--- src/design/dcache_pkg.sv ---
package dcache_pkg;

    // geometry: 2 ways x 64 sets x 16-byte lines
    localparam int ASSOC_NUM     = 2;
    localparam int LINE_WORD_NUM = 4;
    localparam int SET_NUM       = 64;
    localparam int OFFSET_WIDTH  = 4;
    localparam int INDEX_WIDTH   = 6;
    localparam int TAG_WIDTH     = 22;
    localparam int LINE_WIDTH    = 128;
    localparam int WORD_SEL_W    = $clog2(LINE_WORD_NUM);

    typedef logic [TAG_WIDTH-1:0]    tag_t;
    typedef logic [INDEX_WIDTH-1:0]  index_t;
    typedef logic [OFFSET_WIDTH-1:0] offset_t;
    typedef logic [31:0]             word_t;
    typedef logic [LINE_WIDTH-1:0]   line_t;
    typedef logic [WORD_SEL_W-1:0]   word_sel_t;

    typedef struct packed {
        tag_t    tag;
        index_t  index;
        offset_t offset;
    } addr_fields_t;

    // same 32 bits, seen as a plain word or split into cache fields
    typedef union packed {
        word_t        raw;
        addr_fields_t f;
    } addr_t;

    typedef struct packed {
        logic       write;
        addr_t      addr;
        word_t      wdata;
        logic [3:0] wstrb;
    } cpu_req_t;

    // one way's entry at the lookup index
    typedef struct packed {
        logic  valid;
        logic  dirty;
        tag_t  tag;
        line_t line;
    } way_rd_t;

    // refill writes the full line, store writes one word of it
    typedef struct packed {
        logic      refill;
        logic      store;
        word_sel_t word;
        tag_t      tag;
        line_t     line;
    } way_wr_t;

    function automatic word_t merge_bytes(input word_t old_word, input word_t new_word,
                                          input logic [3:0] strb);
        word_t result;
        result = old_word;
        for (int b = 0; b < 4; b++) begin
            if (strb[b]) begin
                result[8*b +: 8] = new_word[8*b +: 8];
            end
        end
        return result;
    endfunction

endpackage

--- src/design/dcache_ctrl.sv ---
`timescale 1ns/10ps

module dcache_ctrl import dcache_pkg::*; (
    input  logic                 clk,
    input  logic                 rst,
    // cpu side
    input  logic                 req,
    input  cpu_req_t             cpu_req,
    output logic                 busy,
    output logic                 rdata_valid,
    output word_t                rdata,
    // ways and selector
    output index_t               index,
    output tag_t                 tag,
    output logic [ASSOC_NUM-1:0] way_we,
    output way_wr_t              way_wr,
    input  logic                 hit,
    input  logic                 victim_way,
    input  logic                 victim_dirty,
    input  line_t                hit_line,
    input  line_t                victim_line,
    input  tag_t                 victim_tag,
    output logic                 touch,
    // memory side
    output logic                 rd_req,
    output addr_t                rd_addr,
    input  logic                 rd_rdy,
    input  logic                 ret_valid,
    input  line_t                ret_line,
    output logic                 wr_req,
    output addr_t                wr_addr,
    output line_t                wr_line,
    input  logic                 wr_rdy,
    input  logic                 wr_done
);

    typedef enum logic [2:0] {
        LOOKUP,
        MISS_DIRTY,
        WRITEBACK,
        MISS_CLEAN,
        REFILL,
        REFILL_DONE
    } state_t;

    state_t    state;
    state_t    state_next;
    cpu_req_t  req_q;
    logic      req_valid;
    logic      lookup_hit;
    word_sel_t word_sel;
    word_t     hit_word;

    assign index    = req_q.addr.f.index;
    assign tag      = req_q.addr.f.tag;
    assign word_sel = req_q.addr.f.offset[OFFSET_WIDTH-1 -: WORD_SEL_W];
    assign hit_word = hit_line[32*word_sel +: 32];

    assign lookup_hit = req_valid && (state == LOOKUP) && hit;

    // free when idle or when the pending lookup completes this cycle
    assign busy        = req_valid && !lookup_hit;
    assign rdata_valid = lookup_hit && !req_q.write;
    assign rdata       = hit_word;
    assign touch       = lookup_hit;

    // lookup stage register
    always_ff @(posedge clk) begin
        if (rst) begin
            req_valid <= 1'b0;
        end else if (!busy) begin
            req_valid <= req;
        end
    end

    always_ff @(posedge clk) begin
        if (req && !busy) begin
            req_q <= cpu_req;
        end
    end

    // write commands to the ways
    always_comb begin
        way_wr      = '0;
        way_we      = '0;
        way_wr.tag  = req_q.addr.f.tag;
        way_wr.word = word_sel;
        if (state == REFILL && ret_valid) begin
            way_wr.refill      = 1'b1;
            way_wr.line        = ret_line;
            way_we[victim_way] = 1'b1;
        end else if (lookup_hit && req_q.write) begin
            // every way sees the store, only the hitting one takes it
            way_wr.store = 1'b1;
            way_wr.line  = {LINE_WORD_NUM{merge_bytes(hit_word, req_q.wdata, req_q.wstrb)}};
            way_we       = '1;
        end
    end

    // memory requests
    assign rd_req      = (state == MISS_CLEAN);
    assign rd_addr.raw = {req_q.addr.raw[31:OFFSET_WIDTH], {OFFSET_WIDTH{1'b0}}};

    assign wr_req         = (state == MISS_DIRTY);
    assign wr_addr.f.tag    = victim_tag;
    assign wr_addr.f.index  = req_q.addr.f.index;
    assign wr_addr.f.offset = '0;
    assign wr_line        = victim_line;

    // miss handling
    always_comb begin
        state_next = state;
        case (state)
            LOOKUP: begin
                if (req_valid && !hit) begin
                    state_next = victim_dirty ? MISS_DIRTY : MISS_CLEAN;
                end
            end
            MISS_DIRTY: begin
                if (wr_rdy) begin
                    state_next = WRITEBACK;
                end
            end
            WRITEBACK: begin
                if (wr_done) begin
                    state_next = MISS_CLEAN;
                end
            end
            MISS_CLEAN: begin
                if (rd_rdy) begin
                    state_next = REFILL;
                end
            end
            REFILL: begin
                if (ret_valid) begin
                    state_next = REFILL_DONE;
                end
            end
            // go round once more so the lookup hits the new line
            REFILL_DONE: state_next = LOOKUP;
            default:     state_next = LOOKUP;
        endcase
    end

    always_ff @(posedge clk) begin
        if (rst) begin
            state <= LOOKUP;
        end else begin
            state <= state_next;
        end
    end

endmodule

--- config.mk ---
export PLATFORM = sky130hd
export DESIGN_NAME = dcache_ctrl
export DESIGN_NICKNAME = d
export VERILOG_FILES = /design/src/design/dcache_pkg.sv /design/src/design/dcache_ctrl.sv
export SDC_FILE = /design/constraint.sdc
export NUM_CORES = 1
export LEC_CHECK = 0
export BUFFER_PORTS_ARGS = -buffer_cell sky130_fd_sc_hd__buf_2
export CAP_MARGIN = 20
export CORE_AREA = 2 2 346 348
export CTS_CLUSTER_DIAMETER = 150
export DETAILED_ROUTE_END_ITERATION = 7
export DIE_AREA = 0 0 348 350
export PLACE_DENSITY = 0.3
export SYNTH_ARGS = -nofsm -noshare
export SYNTH_HDL_FRONTEND = slang
export SYNTH_SLANG_ARGS = --single-unit
--- constraint.sdc ---
create_clock -name clk -period 4.7 [get_ports clk]
set_input_delay 0.235 -clock clk [delete_from_list [all_inputs] [get_ports clk]]
set_output_delay 0.235 -clock clk [all_outputs]
set_load 0.01 [all_outputs]
==> results.py <==
metrics = {
    "critical_path": {
        "r2r_end": "req_q[23]$_DFFE_PP_",
        "r2r_setup_slack_ns": 2.24,
        "worstRegToRegCells": 4,
        "worstPathCellList": "buf_4 -> nor2b_1 -> a221oi_2 -> o21ai_1 -> buf_2",
        "setup.worst_path.start_class": "register",
        "end_kind": "primary output",
        "cp.arrival_ns": 3.22,
        "critPathKind": "register to primary output",
        "worst-endpoint-required_ns": 4.47,
        "r2r-start": "state[1]$_SDFFE_PP0P_",
        "critical_path.max_stage_delay_ns": 0.77,
        "cp_slowest_cell": "nor2b_1",
        "worst-path-max-fanout": 12,
    },
    "global_route": {
        "grt_max_degree": 90,
        "global_route.overflow_total": 0,
        "global_route.usage.total_pct": 12.6,
        "grt_pass1_wl_mm": 95.5,
        "vias_in_the_first_global_route": 7755,
        "busiest_layer": "met2",
        "global_route.usage.met3_pct": 9.07,
        "antenna_found_initial": 61,
        "grtUsageMet2_pct": 21.6,
        "met1_usage_pct": 11.6,
    },
    "route": {
        "drt_pass1_iterations": 4,
        "drt-wirelength-per-cell_um": 28.9,
        "avgViaCountPerCell": 2.83,
        "initialDrtViolationCount": 381,
        "route.final.wire_length_mm": 80.1,
        "routed-via-count": 7833,
        "final_antenna_net_count": 0,
        "post-route-drc-count": 0,
    },
    "clock_tree": {
        "cts_max_path_buffers": 2,
        "cts.htree.levels": 3,
        "clk_latency_ns": 0.42,
        "cts_tree": "built",
        "cts_repair_resize_count": 0,
        "clock_sink_count": 71,
        "clk_root_buffer_cell": "clkbuf_16",
        "cts_inserted_buffers": 9,
        "path_clk_slew_ns": 0.07,
    },
    "sta": {
        "min_period_ns": 3.45,
        "timing_max_transition_violations_final": 0,
        "setup_viol": 0,
        "maxClockFrequency_mhz": 290,
        "post_route_setup_slack_ns": 1.25,
        "setup_tns_ns": 0,
        "final-hold-violation-count": 0,
        "rsz0062_at_grt": "no",
        "finalHoldWorstSlack_ns": 0.0724,
        "fin_skew_ns": 0.0141,
        "worstMarginPinSlew_ns": 1.13,
        "timing.slew.headroom_pct": 24.8,
        "layout_worst_path_cycle_share_pct": 73.4,
    },
    "min_path": {
        "worst_hold_path.num_cells": 2,
        "hold_path.startpoint": "rst",
        "min_to": "state[0]$_SDFFE_PP0P_",
        "hp-class": "input pin to register",
    },
    "logic_synthesis": {
        "synth_warnings": 0,
        "synth_largest_type_area_fraction_pct": 26.5,
        "synth_top_area_cell": "edfxtp_1",
        "ys_seq_area_share_pct": 27.5,
        "yosys_register_bits": 71,
        "post_synth.cell_area_avg_um2": 9.29,
        "synth_area_um2": 7600,
        "synth_top_cells_by_area": "edfxtp_1, buf_4, mux2_4",
        "synth_cells": 818,
        "ys_types": 32,
    },
    "floorplan": {
        "fp.dieArea_um2": 122000,
        "die_x_um": 348,
        "rows": 126,
        "core_region_area_um2": 118000,
        "start_util_pct": 6.45,
        "top_level_ports": 898,
        "chipHeight_um": 350,
    },
    "cells_and_area": {
        "layout.core_utilization_pct": 9.80,
        "multi_input_comb_area_um2": 3390,
        "finalNetCount": 1700,
        "synthToLayoutAreaGrowth_pct": 51.9,
        "final_area_um2": 11500,
        "fillers": 13800,
        "final_layout_size_suffix_gt1_share_pct": 62.0,
        "final-instance-count-excl-fill": 2772,
        "ff_latch_area_um2": 2090,
    },
    "place": {
        "dp.final_hpwl_mm": 73.0,
        "gp_congestion": 0.872,
        "placed_area_um2": 10500,
        "place.detailed.instances": 2673,
        "number_of_buffer_cells_added_on_primary_ports": 587,
        "dpl_worst_slack_ns": 1.57,
    },
    "power_and_ir_drop": {
        "vdd_ir_drop_max_v": 0.000166,
        "power_per_cell_area_nw_per_um2": 241,
        "p_total_mw": 2.78,
        "total_leakage_power_nw": 4.91,
    },
    "outcome": {
        "run_status": "completed",
    },
    "job": {
        "max-cap-violations": 0,
    },
}
-- critical path, delay by kind of cell (launching register included) --
| kind | cells | cell delay [ns] |
|---|---|---|
| and+or+nand+nor | 1 | 0.77 |
| buffers and inverters | 2 | 0.59 |
| DFF | 1 | 0.68 |
| AOI/OAI and AO/OA | 2 | 0.73 |
-- logic make-up (layout without fill, tap and decap cells) --
group                  Yosys count  after routing  synth area share, %
other                            1             24               0.0494
AOI/OAI and AO/OA              169            169                 15.6
buffers and inverters          293            688                 28.6
and+or+nand+nor                186            186                 11.3
DFF                             71             71                 27.5
muxes                           98             98                 16.9
-- synth_stat cells --
cell type	n
nor3b_1	1
o21ai_1	128
o21ai_0	1
edfxtp_1	67
conb_1	1
nor3_1	2
and2_1	34
nand2_1	131
buf_6	17
buf_1	3
nor2b_1	10
clkbuf_1	4
a22oi_1	1
o2bb2ai_1	1
nor2_2	4
o21ba_2	1
a211o_1	2
inv_1	4
mux2_2	49
o221ai_1	1
a221oi_2	32
mux2_4	48
buf_4	246
clkbuf_2	1
nand3_2	1
nor4bb_1	1
buf_2	18
dfxtp_1	4
a21oi_1	2
nor2_1	1
nor4b_4	1
mux2i_1	1
-- layout by cell type, fill, tap and decap left out, drive strengths merged --
| master | netlist | final |
|---|---|---|
| mux2 | 97 | 97 |
| dfxtp | 4 | 4 |
| o21ba | 1 | 1 |
| dlygate4sd3 | 0 | 67 |
| nor4bb | 1 | 1 |
| o21ai | 129 | 129 |
| nor3b | 1 | 1 |
| nor2b | 10 | 10 |
| a221oi | 32 | 32 |
| clkinvlp | 0 | 1 |
| buf | 284 | 601 |
| nor4b | 1 | 1 |
| conb | 1 | 8 |
| diode | 0 | 16 |
| nand2 | 131 | 131 |
| a21oi | 2 | 2 |
| nor3 | 2 | 2 |
| bufinv | 0 | 2 |
| clkbuf | 5 | 9 |
| clkinv | 0 | 2 |
| o2bb2ai | 1 | 1 |
| a211o | 2 | 2 |
| nand3 | 1 | 1 |
| inv | 4 | 6 |
| a22oi | 1 | 1 |
| nor2 | 5 | 5 |
| mux2i | 1 | 1 |
| edfxtp | 67 | 67 |
| and2 | 34 | 34 |
| o221ai | 1 | 1 |
-- cell type report --
type | instances | share of cell area (%)
Timing Repair Buffer | 668 | 32.5
Multi-Input combinational cell | 461 | 29.4
Tap cell | 1536 | 16.7
Sequential cell | 71 | 18.1
Inverter | 4 | 0.130
Clock inverter | 7 | 0.911
Antenna cell | 16 | 0.347
Clock buffer | 9 | 1.95
-- how the worst max path moves through the flow --
stage | endpoint | start | depth (start not counted) | slack [ns]
2_1_floorplan | index[0]$_DFFE_PP_ | state[2]$_SDFFE_PP0P_ | 3 | 0.37
3_3_place_gp | way_wr[10] | way_wr[151]$_DFFE_PP_ | 5 | 1.61
3_5_place_dp | way_wr[42] | way_wr[151]$_DFFE_PP_ | 5 | 1.57
4_1_cts | way_wr[46] | way_wr[151]$_DFFE_PP_ | 5 | 1.06
5_1_grt | way_wr[10] | way_wr[151]$_DFFE_PP_ | 5 | 0.99
6_report | way_wr[42] | way_wr[151]$_DFFE_PP_ | 5 | 1.25
-- registers in the layout, summed over array words and instances (netlist names) --
register	flops
req_q	37
index	6
way_wr	2
state	3
rd_addr	22
req_valid	1
-- report_power, final --
part	switching [mW]	internal, mW	total [mW]
logic	0.615	0.465	1.08
registers	0.0715	0.768	0.840
clock network	0.388	0.472	0.859
total	1.07	1.71	2.78
-- what timing repair did --
action	in CTS	in global routing
hold endpoints to repair	67	0
setup buffers	0	0
hold buffers	67	0
-- per-layer routing --
| metal | up-vias | wire length (um) |
|---|---|---|
| li1 | 3405 | - |
| met1 | 3561 | 25500 |
| met2 | 651 | 38600 |
| met3 | 160 | 12800 |
| met4 | 56 | 2810 |
| met5 | - | 353 |
(Power assumes the default switching activity.)
