**config.mk**
```make
export PLATFORM = sky130hd
export DESIGN_NAME = dcache_way_select
export DESIGN_NICKNAME = d
export VERILOG_FILES = /design/src/design/dcache_pkg.sv /design/src/design/dcache_way_select.sv
export SDC_FILE = /design/constraint.sdc
export NUM_CORES = 1
export LEC_CHECK = 0
export ABC_AREA = 1
export BUFFER_PORTS_ARGS = -buffer_cell sky130_fd_sc_hd__buf_2
export CAP_MARGIN = 5
export CORE_AREA = 2 2 236 238
export CTS_CLUSTER_DIAMETER = 200
export CTS_CLUSTER_SIZE = 16
export DETAILED_ROUTE_END_ITERATION = 10
export DIE_AREA = 0 0 238 240
export HOLD_SLACK_MARGIN = 0.06
export SETUP_SLACK_MARGIN = 0.1
export SYNTH_ARGS = -nofsm -noshare
export SYNTH_HDL_FRONTEND = slang
export SYNTH_SLANG_ARGS = --single-unit
```
**constraint.sdc**
```tcl
create_clock -name clk -period 3.19 [get_ports clk]
set_input_delay 0.319 -clock clk [delete_from_list [all_inputs] [get_ports clk]]
set_output_delay 0.319 -clock clk [all_outputs]
set_load 0.005 [all_outputs]
```
**src/design/dcache_pkg.sv**
```systemverilog
package dcache_pkg;

    // geometry: 2 ways x 64 sets x 16-byte lines
    localparam int ASSOC_NUM     = 2;
    localparam int LINE_WORD_NUM = 4;
    localparam int SET_NUM       = 64;
    localparam int OFFSET_WIDTH  = 4;
    localparam int INDEX_WIDTH   = 6;
    localparam int TAG_WIDTH     = 22;
    localparam int LINE_WIDTH    = 128;
    localparam int WORD_SEL_W    = $clog2(LINE_WORD_NUM);

    typedef logic [TAG_WIDTH-1:0]    tag_t;
    typedef logic [INDEX_WIDTH-1:0]  index_t;
    typedef logic [OFFSET_WIDTH-1:0] offset_t;
    typedef logic [31:0]             word_t;
    typedef logic [LINE_WIDTH-1:0]   line_t;
    typedef logic [WORD_SEL_W-1:0]   word_sel_t;

    typedef struct packed {
        tag_t    tag;
        index_t  index;
        offset_t offset;
    } addr_fields_t;

    // same 32 bits, seen as a plain word or split into cache fields
    typedef union packed {
        word_t        raw;
        addr_fields_t f;
    } addr_t;

    typedef struct packed {
        logic       write;
        addr_t      addr;
        word_t      wdata;
        logic [3:0] wstrb;
    } cpu_req_t;

    // one way's entry at the lookup index
    typedef struct packed {
        logic  valid;
        logic  dirty;
        tag_t  tag;
        line_t line;
    } way_rd_t;

    // refill writes the full line, store writes one word of it
    typedef struct packed {
        logic      refill;
        logic      store;
        word_sel_t word;
        tag_t      tag;
        line_t     line;
    } way_wr_t;

    function automatic word_t merge_bytes(input word_t old_word, input word_t new_word,
                                          input logic [3:0] strb);
        word_t result;
        result = old_word;
        for (int b = 0; b < 4; b++) begin
            if (strb[b]) begin
                result[8*b +: 8] = new_word[8*b +: 8];
            end
        end
        return result;
    endfunction

endpackage

```
**src/design/dcache_way_select.sv**
```systemverilog
`timescale 1ns/10ps

module dcache_way_select import dcache_pkg::*; (
    input  logic    clk,
    input  logic    rst,
    input  index_t  index,
    input  tag_t    tag,
    input  way_rd_t ways [ASSOC_NUM],
    input  logic    touch,
    output logic    hit,
    output line_t   hit_line,
    output logic    victim_way,
    output logic    victim_dirty,
    output tag_t    victim_tag,
    output line_t   victim_line
);

    // one bit per set, names the least recently used way
    logic [SET_NUM-1:0]   lru;
    logic [ASSOC_NUM-1:0] hit_vec;
    logic                 hit_way;

    // tag compare
    always_comb begin
        hit_way = 1'b0;
        for (int i = 0; i < ASSOC_NUM; i++) begin
            hit_vec[i] = ways[i].valid && (ways[i].tag == tag);
            if (hit_vec[i]) begin
                hit_way = 1'(i);
            end
        end
    end

    assign hit      = |hit_vec;
    assign hit_line = ways[hit_way].line;

    // victim is whatever the lru bit points at
    assign victim_way   = lru[index];
    assign victim_dirty = ways[victim_way].valid && ways[victim_way].dirty;
    assign victim_tag   = ways[victim_way].tag;
    assign victim_line  = ways[victim_way].line;

    // point the set's bit away from the way just used
    always_ff @(posedge clk) begin
        if (rst) begin
            lru <= '0;
        end else if (touch) begin
            lru[index] <= ~hit_way;
        end
    end

endmodule

```
==> impl_results.md, run 1 <==
- All-Layer GR Usage: between 10% and 20%
- GP Congestion: between 0.9 and 1
- Post-synthesis sequential area ratio: around 16%
- Row count: 86
- FF-to-FF path depth: 2
- P_leak: 6.98 nW
- Area Growth Syn to Fin: 52.9%
- Initial antenna violation count: a little over 70
- Switching Share: about a third
- CP dominant cell by count: nand2_1
- Fraction of layout cells with a size suffix above 1: a little under a third
- Vias/cell: 4.21
- Clock latency on the worst-skew pair: approximately 0.33 ns
- Crit path time final: between 2 and 3 ns
- Power per cell area: about 250 nW/um^2
- Detail Route Antenna Nets: 0
- CP cell instances: buf_2, inv_2, buf_4, nand2_1, nand2_1, nand2_1, nand2_1, nand2_1, nand2_1, nand2_1, nand2_1, nor2_4, buf_12, buf_12, nand3_1, nand2_1, buf_2
- Root buf cell: clkbuf_16
- Avg WL per Cell: between 15 and 20 microns
- Status: complete, no violations
- Worst IR drop on VDD: 0.236 mV
- Vias: about 12000
- Share of power burned in registers: 26.2%
- Final Net Count: ~2500
- PortBufs: slightly above 600
- Utilization after layout: 22.4%
- Crit. path cell count: 17
- RSZ-0062 raised after global routing: false
- Die Y-Extent: 240 microns
- Clock edge transition at the registers on the reported setup and hold paths: 0.05 ns
- Vias in the first global route: 10500
- Max Root-Sink Buffers: 2
- CTS buffer count: 9
- Worst Hold Class: flip-flop to flip-flop
- DP Wirelength: 48900 microns
- DRT iter0 DRCs: 950
- Fmax: around 370 MHz
- Cell Area, Synth: between 8000 and 9000 sq um
- Crit path buf inv count: 6
- Internal power: slightly above 2 mW
- Top Registers: lru: 64 flops
- Final worst path period share: a little under nine tenths
- Netlist cell types: 27
- Commonest non-fill, non-tap cells in the layout: 615 x buf_2, 577 x nand2_1, 241 x inv_1
- Gate Count Post-Synth: 1638
- Post-CTS Hold Buffers: 0
- Final slew viol count: 0
- CTS HTree Levels: 3
- Setup bufs post-CTS: 0
- Initial Util: between 10% and 20%
- Post-Route Setup TNS: 0 ns
- First-pass GRT wire length: 76300 microns
- Post-synthesis net count: between 1500 and 2000
- Post-CTS sizing: 0
- FF-to-FF setup slack: approximately 2.5 ns
- Routed wire length: around 57000 microns
- Total power: just over 3 mW
- Largest register FFs: between 60 and 70
- Core area: 54700 sq um
- Rel. slew slack: between 50% and 60%
- Largest fanout on the critical path: 55
- Arrival time worst endpoint: ~2.4 ns
- Fill cells: between 6000 and 7000
- CP max stage delay: 0.33 ns
- Cell family with most CP delay: buffers and inverters
- CP Launch Type: input pin
- Sw power: ~1.1 mW
- Syn avg cell area: 4.89 sq um
- Hold path depth: 2
- Drt drc: 0
- Kind of critical path: input pin to output pin
- Full die area: 57100 sq um
- Critical path's slowest cell: buf_12
- Die X: between 200 and 250 microns
- Tightest Pin Transition: ~0.73 ns
- Setup Skew: 0 ns
- CTS tree: built
- Clk sinks: between 60 and 70
- Setup Viol. Count Final: 0
- Register name with the most flops: lru
- DR pass1 iterations: 5
- Required @ worst endpoint: around 2.9 ns
- Comb power frac: around two fifths
- Final hold violation count: 0
- Synthesis-stage register bit count: between 60 and 70
- Total gr overflow: 0
- Nature of the critical path endpoint: output pin
- Max Cap Viol: 0
- Clock power frac: between 30% and 40%
- Pin count of the biggest net entering global routing: 74
- Commonest non-fill, non-tap cell in the layout: buf_2
- Io pins: 616
- Warnings, synthesis: 0
[area by class of cell]
class,count,area (sq um),area share [%]
well taps,704,881,7.19
flip-flops and latches,64,1280,10.5
repair buffers,642,3440,28.1
multi-input cells,1230,5330,43.5
clock buffers,13,260,2.12
clock inverters,3,40.0,0.327
inverters,245,921,7.52
diodes,38,95.1,0.776
[synth_stat cells (all sizes together)]
cell,n,area share (%)
dfxtp,64,16
buf,56,4.3
nor2,216,10
inv,244,11
xnor2,17,1.9
nand2,578,27
xor2,5,0.55
nor4,1,0.078
clkbuf,43,2.0
clkinv,1,0.062
a22o,1,0.11
nor3,10,0.62
a21oi,1,0.062
o22ai,6,0.47
nand4,6,0.47
o21ai,206,13
or2,6,0.47
o211ai,4,0.37
nand3,173,11
[cells by family after synthesis]
family / share of synthesized area (%)
AO/OA/AOI/OAI: 13.9
XOR/XNOR: 2.41
buffers and inverters: 17.8
flip-flops: 16.0
AND/OR/NAND/NOR: 49.9
[stage by stage]
step           cells  area (sq um)  setup WS [ns]  hold slack (ns)
2_1_floorplan   1638          8010           1.16            0.483
3_3_place_gp    2885         11900          0.468            0.513
3_5_place_dp    2885         11900          0.476            0.513
4_1_cts         2901         12200          0.458            0.530
5_1_grt         2919         12200          0.249            0.554
6_report        2939         12300          0.470            0.525
[tightest hold or removal path: stages, from the launching register on]
cell and delay (ns):
dfxtp_1 0.32, o21ai_0 0.08, nor2_1 0.09
[routing by layer]
metal	part of all wire [%]	global-route usage, %	vias up	routed length [microns]
met1	40	23.1	5431	23100
met2	41	27.0	578	23700
met3	14	9.51	125	7790
met5	0.51	0	-	291
met4	4.0	7.75	44	2270
li1	-	-	6181	-
[path summary, 6_finish.rpt]
path         startpoint               end
min reg2reg     lru[45]           lru[45]
max reg2reg     lru[60]           lru[60]
max            index[0]  victim_line[103]
min             lru[45]           lru[45]
[power by group through the flow]
stage                     Combinational, mW  Sequential, mW  Clock, mW
after floorplan                       0.559           0.825          0
after global placement                 1.28           0.826          0
after detailed placement               1.28           0.826          0
after CTS                              1.29           0.809       1.01
after global routing                   1.42           0.809       1.04
final                                  1.29           0.809      0.992
Note: power is estimated with default switching activity, not from simulation.
==> run 2, diff against run 1 <==
==> constraint.sdc (replaced) <==
create_clock -name clk -period 3.19 [get_ports clk]
set_input_delay 0.4785 -clock clk [delete_from_list [all_inputs] [get_ports clk]]
set_output_delay 0.4785 -clock clk [all_outputs]
set_load 0.005 [all_outputs]
==> impl_results.md, run 2 (synthesis results as in run 1) <==
- CP Launch Type: input pin
- Critical path's slowest cell: buf_8
- Tightest Pin Transition: 0.776 ns (+0.0410 ns)
- Final hold violation count: 0 (unchanged)
- Final Net Count: 2534 (+0.28%)
- Crit path time final: 2.96 ns (+0.239 ns)
- All-Layer GR Usage: 18.9% (+0.26 points)
- Crit path buf inv count: 4 (-2)
- Final slew viol count: 0 (unchanged)
- GR Util met3: 8.56% (-0.94 points)
- Share of power burned in registers: 26.1% (about the same)
- Power per cell area: 252 nW/um^2 (-0.27%)
- Utilization after layout: 22.5% (+0.082 points)
- Setup Viol. Count Final: 0 (unchanged)
- Worst Hold Class: flip-flop to flip-flop
- Root buf cell: clkbuf_16
- Fraction of layout cells with a size suffix above 1: 30.5% (+0.24 points)
- Final setup margin: 0.232 ns (-0.239 ns)
- Post-CTS Hold Buffers: 0 (unchanged)
- CTS buffer count: 9 (unchanged)
- Core area: 54700 sq um (unchanged)
- CTS HTree Levels: 3 (unchanged)
- Die X: 238 microns (unchanged)
- Clk sinks: 64 (unchanged)
- Detail Route Antenna Nets: 0 (unchanged)
- Routed wire length: 58400 microns (+2.2%)
- DRT iter0 DRCs: 970 (+2.1%)
- CP cell instances: buf_2, buf_12, or2_1, nand3_1, nand2_1, o21ai_1, nand2_1, nor2_4, buf_8, nand3_1, nand2_1, buf_2
- P_leak: 7.01 nW (+0.37%)
- Vias in the first global route: 10600 (+0.83%)
- Placement Setup Slack: 0.0614 ns (-0.415 ns)
- Sw power: 1.10 mW (+2.1%)
- Commonest non-fill, non-tap cell in the layout: buf_2
- WHS: 0.530 ns (+0.00515 ns)
- Avg WL per Cell: 19.8 microns (+2.0%)
- Cell family with most CP delay: simple AND/OR/NAND/NOR gates
- Largest fanout on the critical path: 61 (+11%)
- GP Congestion: 0.907 (-1.4%)
- Commonest non-fill, non-tap cells in the layout: 615 x buf_2, 577 x nand2_1, 241 x inv_1
- Internal power: 1.99 mW (-0.99%)
- Max Root-Sink Buffers: 2 (unchanged)
- HP Start: lru[10]
- PortBufs: 615 (unchanged)
- Io pins: 616 (unchanged)
- Cell Count, Final, Fillers Out: 2945 (+0.20%)
- Initial Util: 14.7% (unchanged)
- Switching Share: 35.6% (+0.70 points)
- First-pass GRT wire length: 77600 microns (+1.6%)
- GR met1 Demand/Resource: 24.3% (+1.2 points)
- Pin count of the biggest net entering global routing: 132 (+78%)
- CTS tree: built
- Status: complete, no violations
- Final worst path period share: 92.7% (+7.5 points)
- CP dominant cell by count: nand2_1
- Required @ worst endpoint: 2.71 ns (-0.16 ns)
- Row count: 86 (unchanged)
- CP max stage delay: 0.38 ns (+0.05 ns)
- Clock latency on the worst-skew pair: 0.34 ns (about the same)
- Die Y-Extent: 240 microns (unchanged)
- Initial antenna violation count: 72 (unchanged)
- Arrival time worst endpoint: 2.48 ns (+0.08 ns)
- Cells after DPL: 2889 (+0.14%)
- RR Startpoint: lru[52]
- Top Registers: lru: 64 flops
- Crit path from: index[0]
- GRT met2 Usage: 26.6% (-0.46 points)
- DR pass1 iterations: 5 (unchanged)
- Clock edge transition at the registers on the reported setup and hold paths: 0.05 ns (about the same)
- Comb power frac: 42.1% (+0.3 points)
- Post-Route Setup TNS: 0 ns (unchanged)
- Worst IR drop on VDD: 0.217 mV (-8.1%)
- Nature of the critical path endpoint: output pin
- Vias/cell: 4.27 (+1.6%)
- Area Growth Syn to Fin: 53.5%
- RSZ-0062 raised after global routing: false
- Largest register FFs: 64 (unchanged)
- Vias: 12600 (+1.8%)
- Total gr overflow: 0 (unchanged)
- Fmax: 338 MHz (-8.1%)
- Full die area: 57100 sq um (unchanged)
- Max Cap Viol: 0 (unchanged)
- Register name with the most flops: lru
- GR peak layer: met2
- Kind of critical path: input pin to output pin
- Rel. slew slack: 48.3% (-2.7 points)
- Drt drc: 0 (unchanged)
- Clock power frac: 31.8% (-0.3 points)
- DP Wirelength: 49000 microns (+0.22%)
- Setup Skew: 0 ns (unchanged)
run 2: changes by cell type in the layout (fill, tap and decap cells not counted):
cell | previous run | this run
buf_8 | 0 | 3
clkbuf_8 | 2 | 1
buf_4 | 14 | 20
buf_12 | 13 | 10
inv_2 | 3 | 2
clkbuf_1 | 2 | 1
clkinv_2 | 3 | 4
inv_4 | 0 | 1
clkbuf_16 | 9 | 10
run 2: timing repair:
action	CTS	global route
gates cloned	0	1
setup endpoints to repair	33	142
setup buffers	0	2
resized for setup	2	9
pin swaps	0	1
run 2: final cells by class:
class	instances	area, sq um
timing repair buffer	649	3500
multi-input combinational	1230	5330
clock inverter	4	45.0
sequential	64	1280
tap	704	881
antenna	38	95.1
clock buffer	11	243
inverter	245	923
fill	6401	42400
run 2: through the flow:
| stage | power (mW) | cell area (sq um) |
|---|---|---|
| 2_1_floorplan | 1.38 | 8010 |
| 3_3_place_gp | 2.10 | 11900 |
| 3_5_place_dp | 2.11 | 11900 |
| 4_1_cts | 3.08 | 12100 |
| 5_1_grt | 3.27 | 12300 |
| 6_report | 3.10 | 12300 |
run 2: worst paths after layout:
check / slack, ns / cells after the start / end
worst min-delay path: 0.53 / 2 / lru[10]
worst min register to register: 0.53 / 2 / lru[10]
worst max-delay path: 0.23 / 12 / victim_line[19]
worst max register to register: 2.51 / 2 / lru[52]
run 2: power groups by stage:
stage	logic [mW]	clock network (mW)	registers, mW
after global routing	1.44	1.03	0.809
after detailed placement	1.28	0	0.826
after floorplan	0.559	0	0.825
after CTS	1.29	0.988	0.809
after global placement	1.28	0	0.826
final	1.30	0.983	0.809
run 2: per-layer routing:
| layer | vias up | routed length, microns |
|---|---|---|
| met5 | - | 211 |
| met4 | 34 | 2150 |
| met3 | 120 | 8040 |
| met2 | 633 | 24400 |
| met1 | 5596 | 23600 |
| li1 | 6199 | - |
run 2: worst min-delay path: cells and delay by family (launching register included):
| family | cells | cell delay, ns |
|---|---|---|
| AO/OA/AOI/OAI | 1 | 0.08 |
| flip-flops | 1 | 0.32 |
| AND/OR/NAND/NOR | 1 | 0.09 |
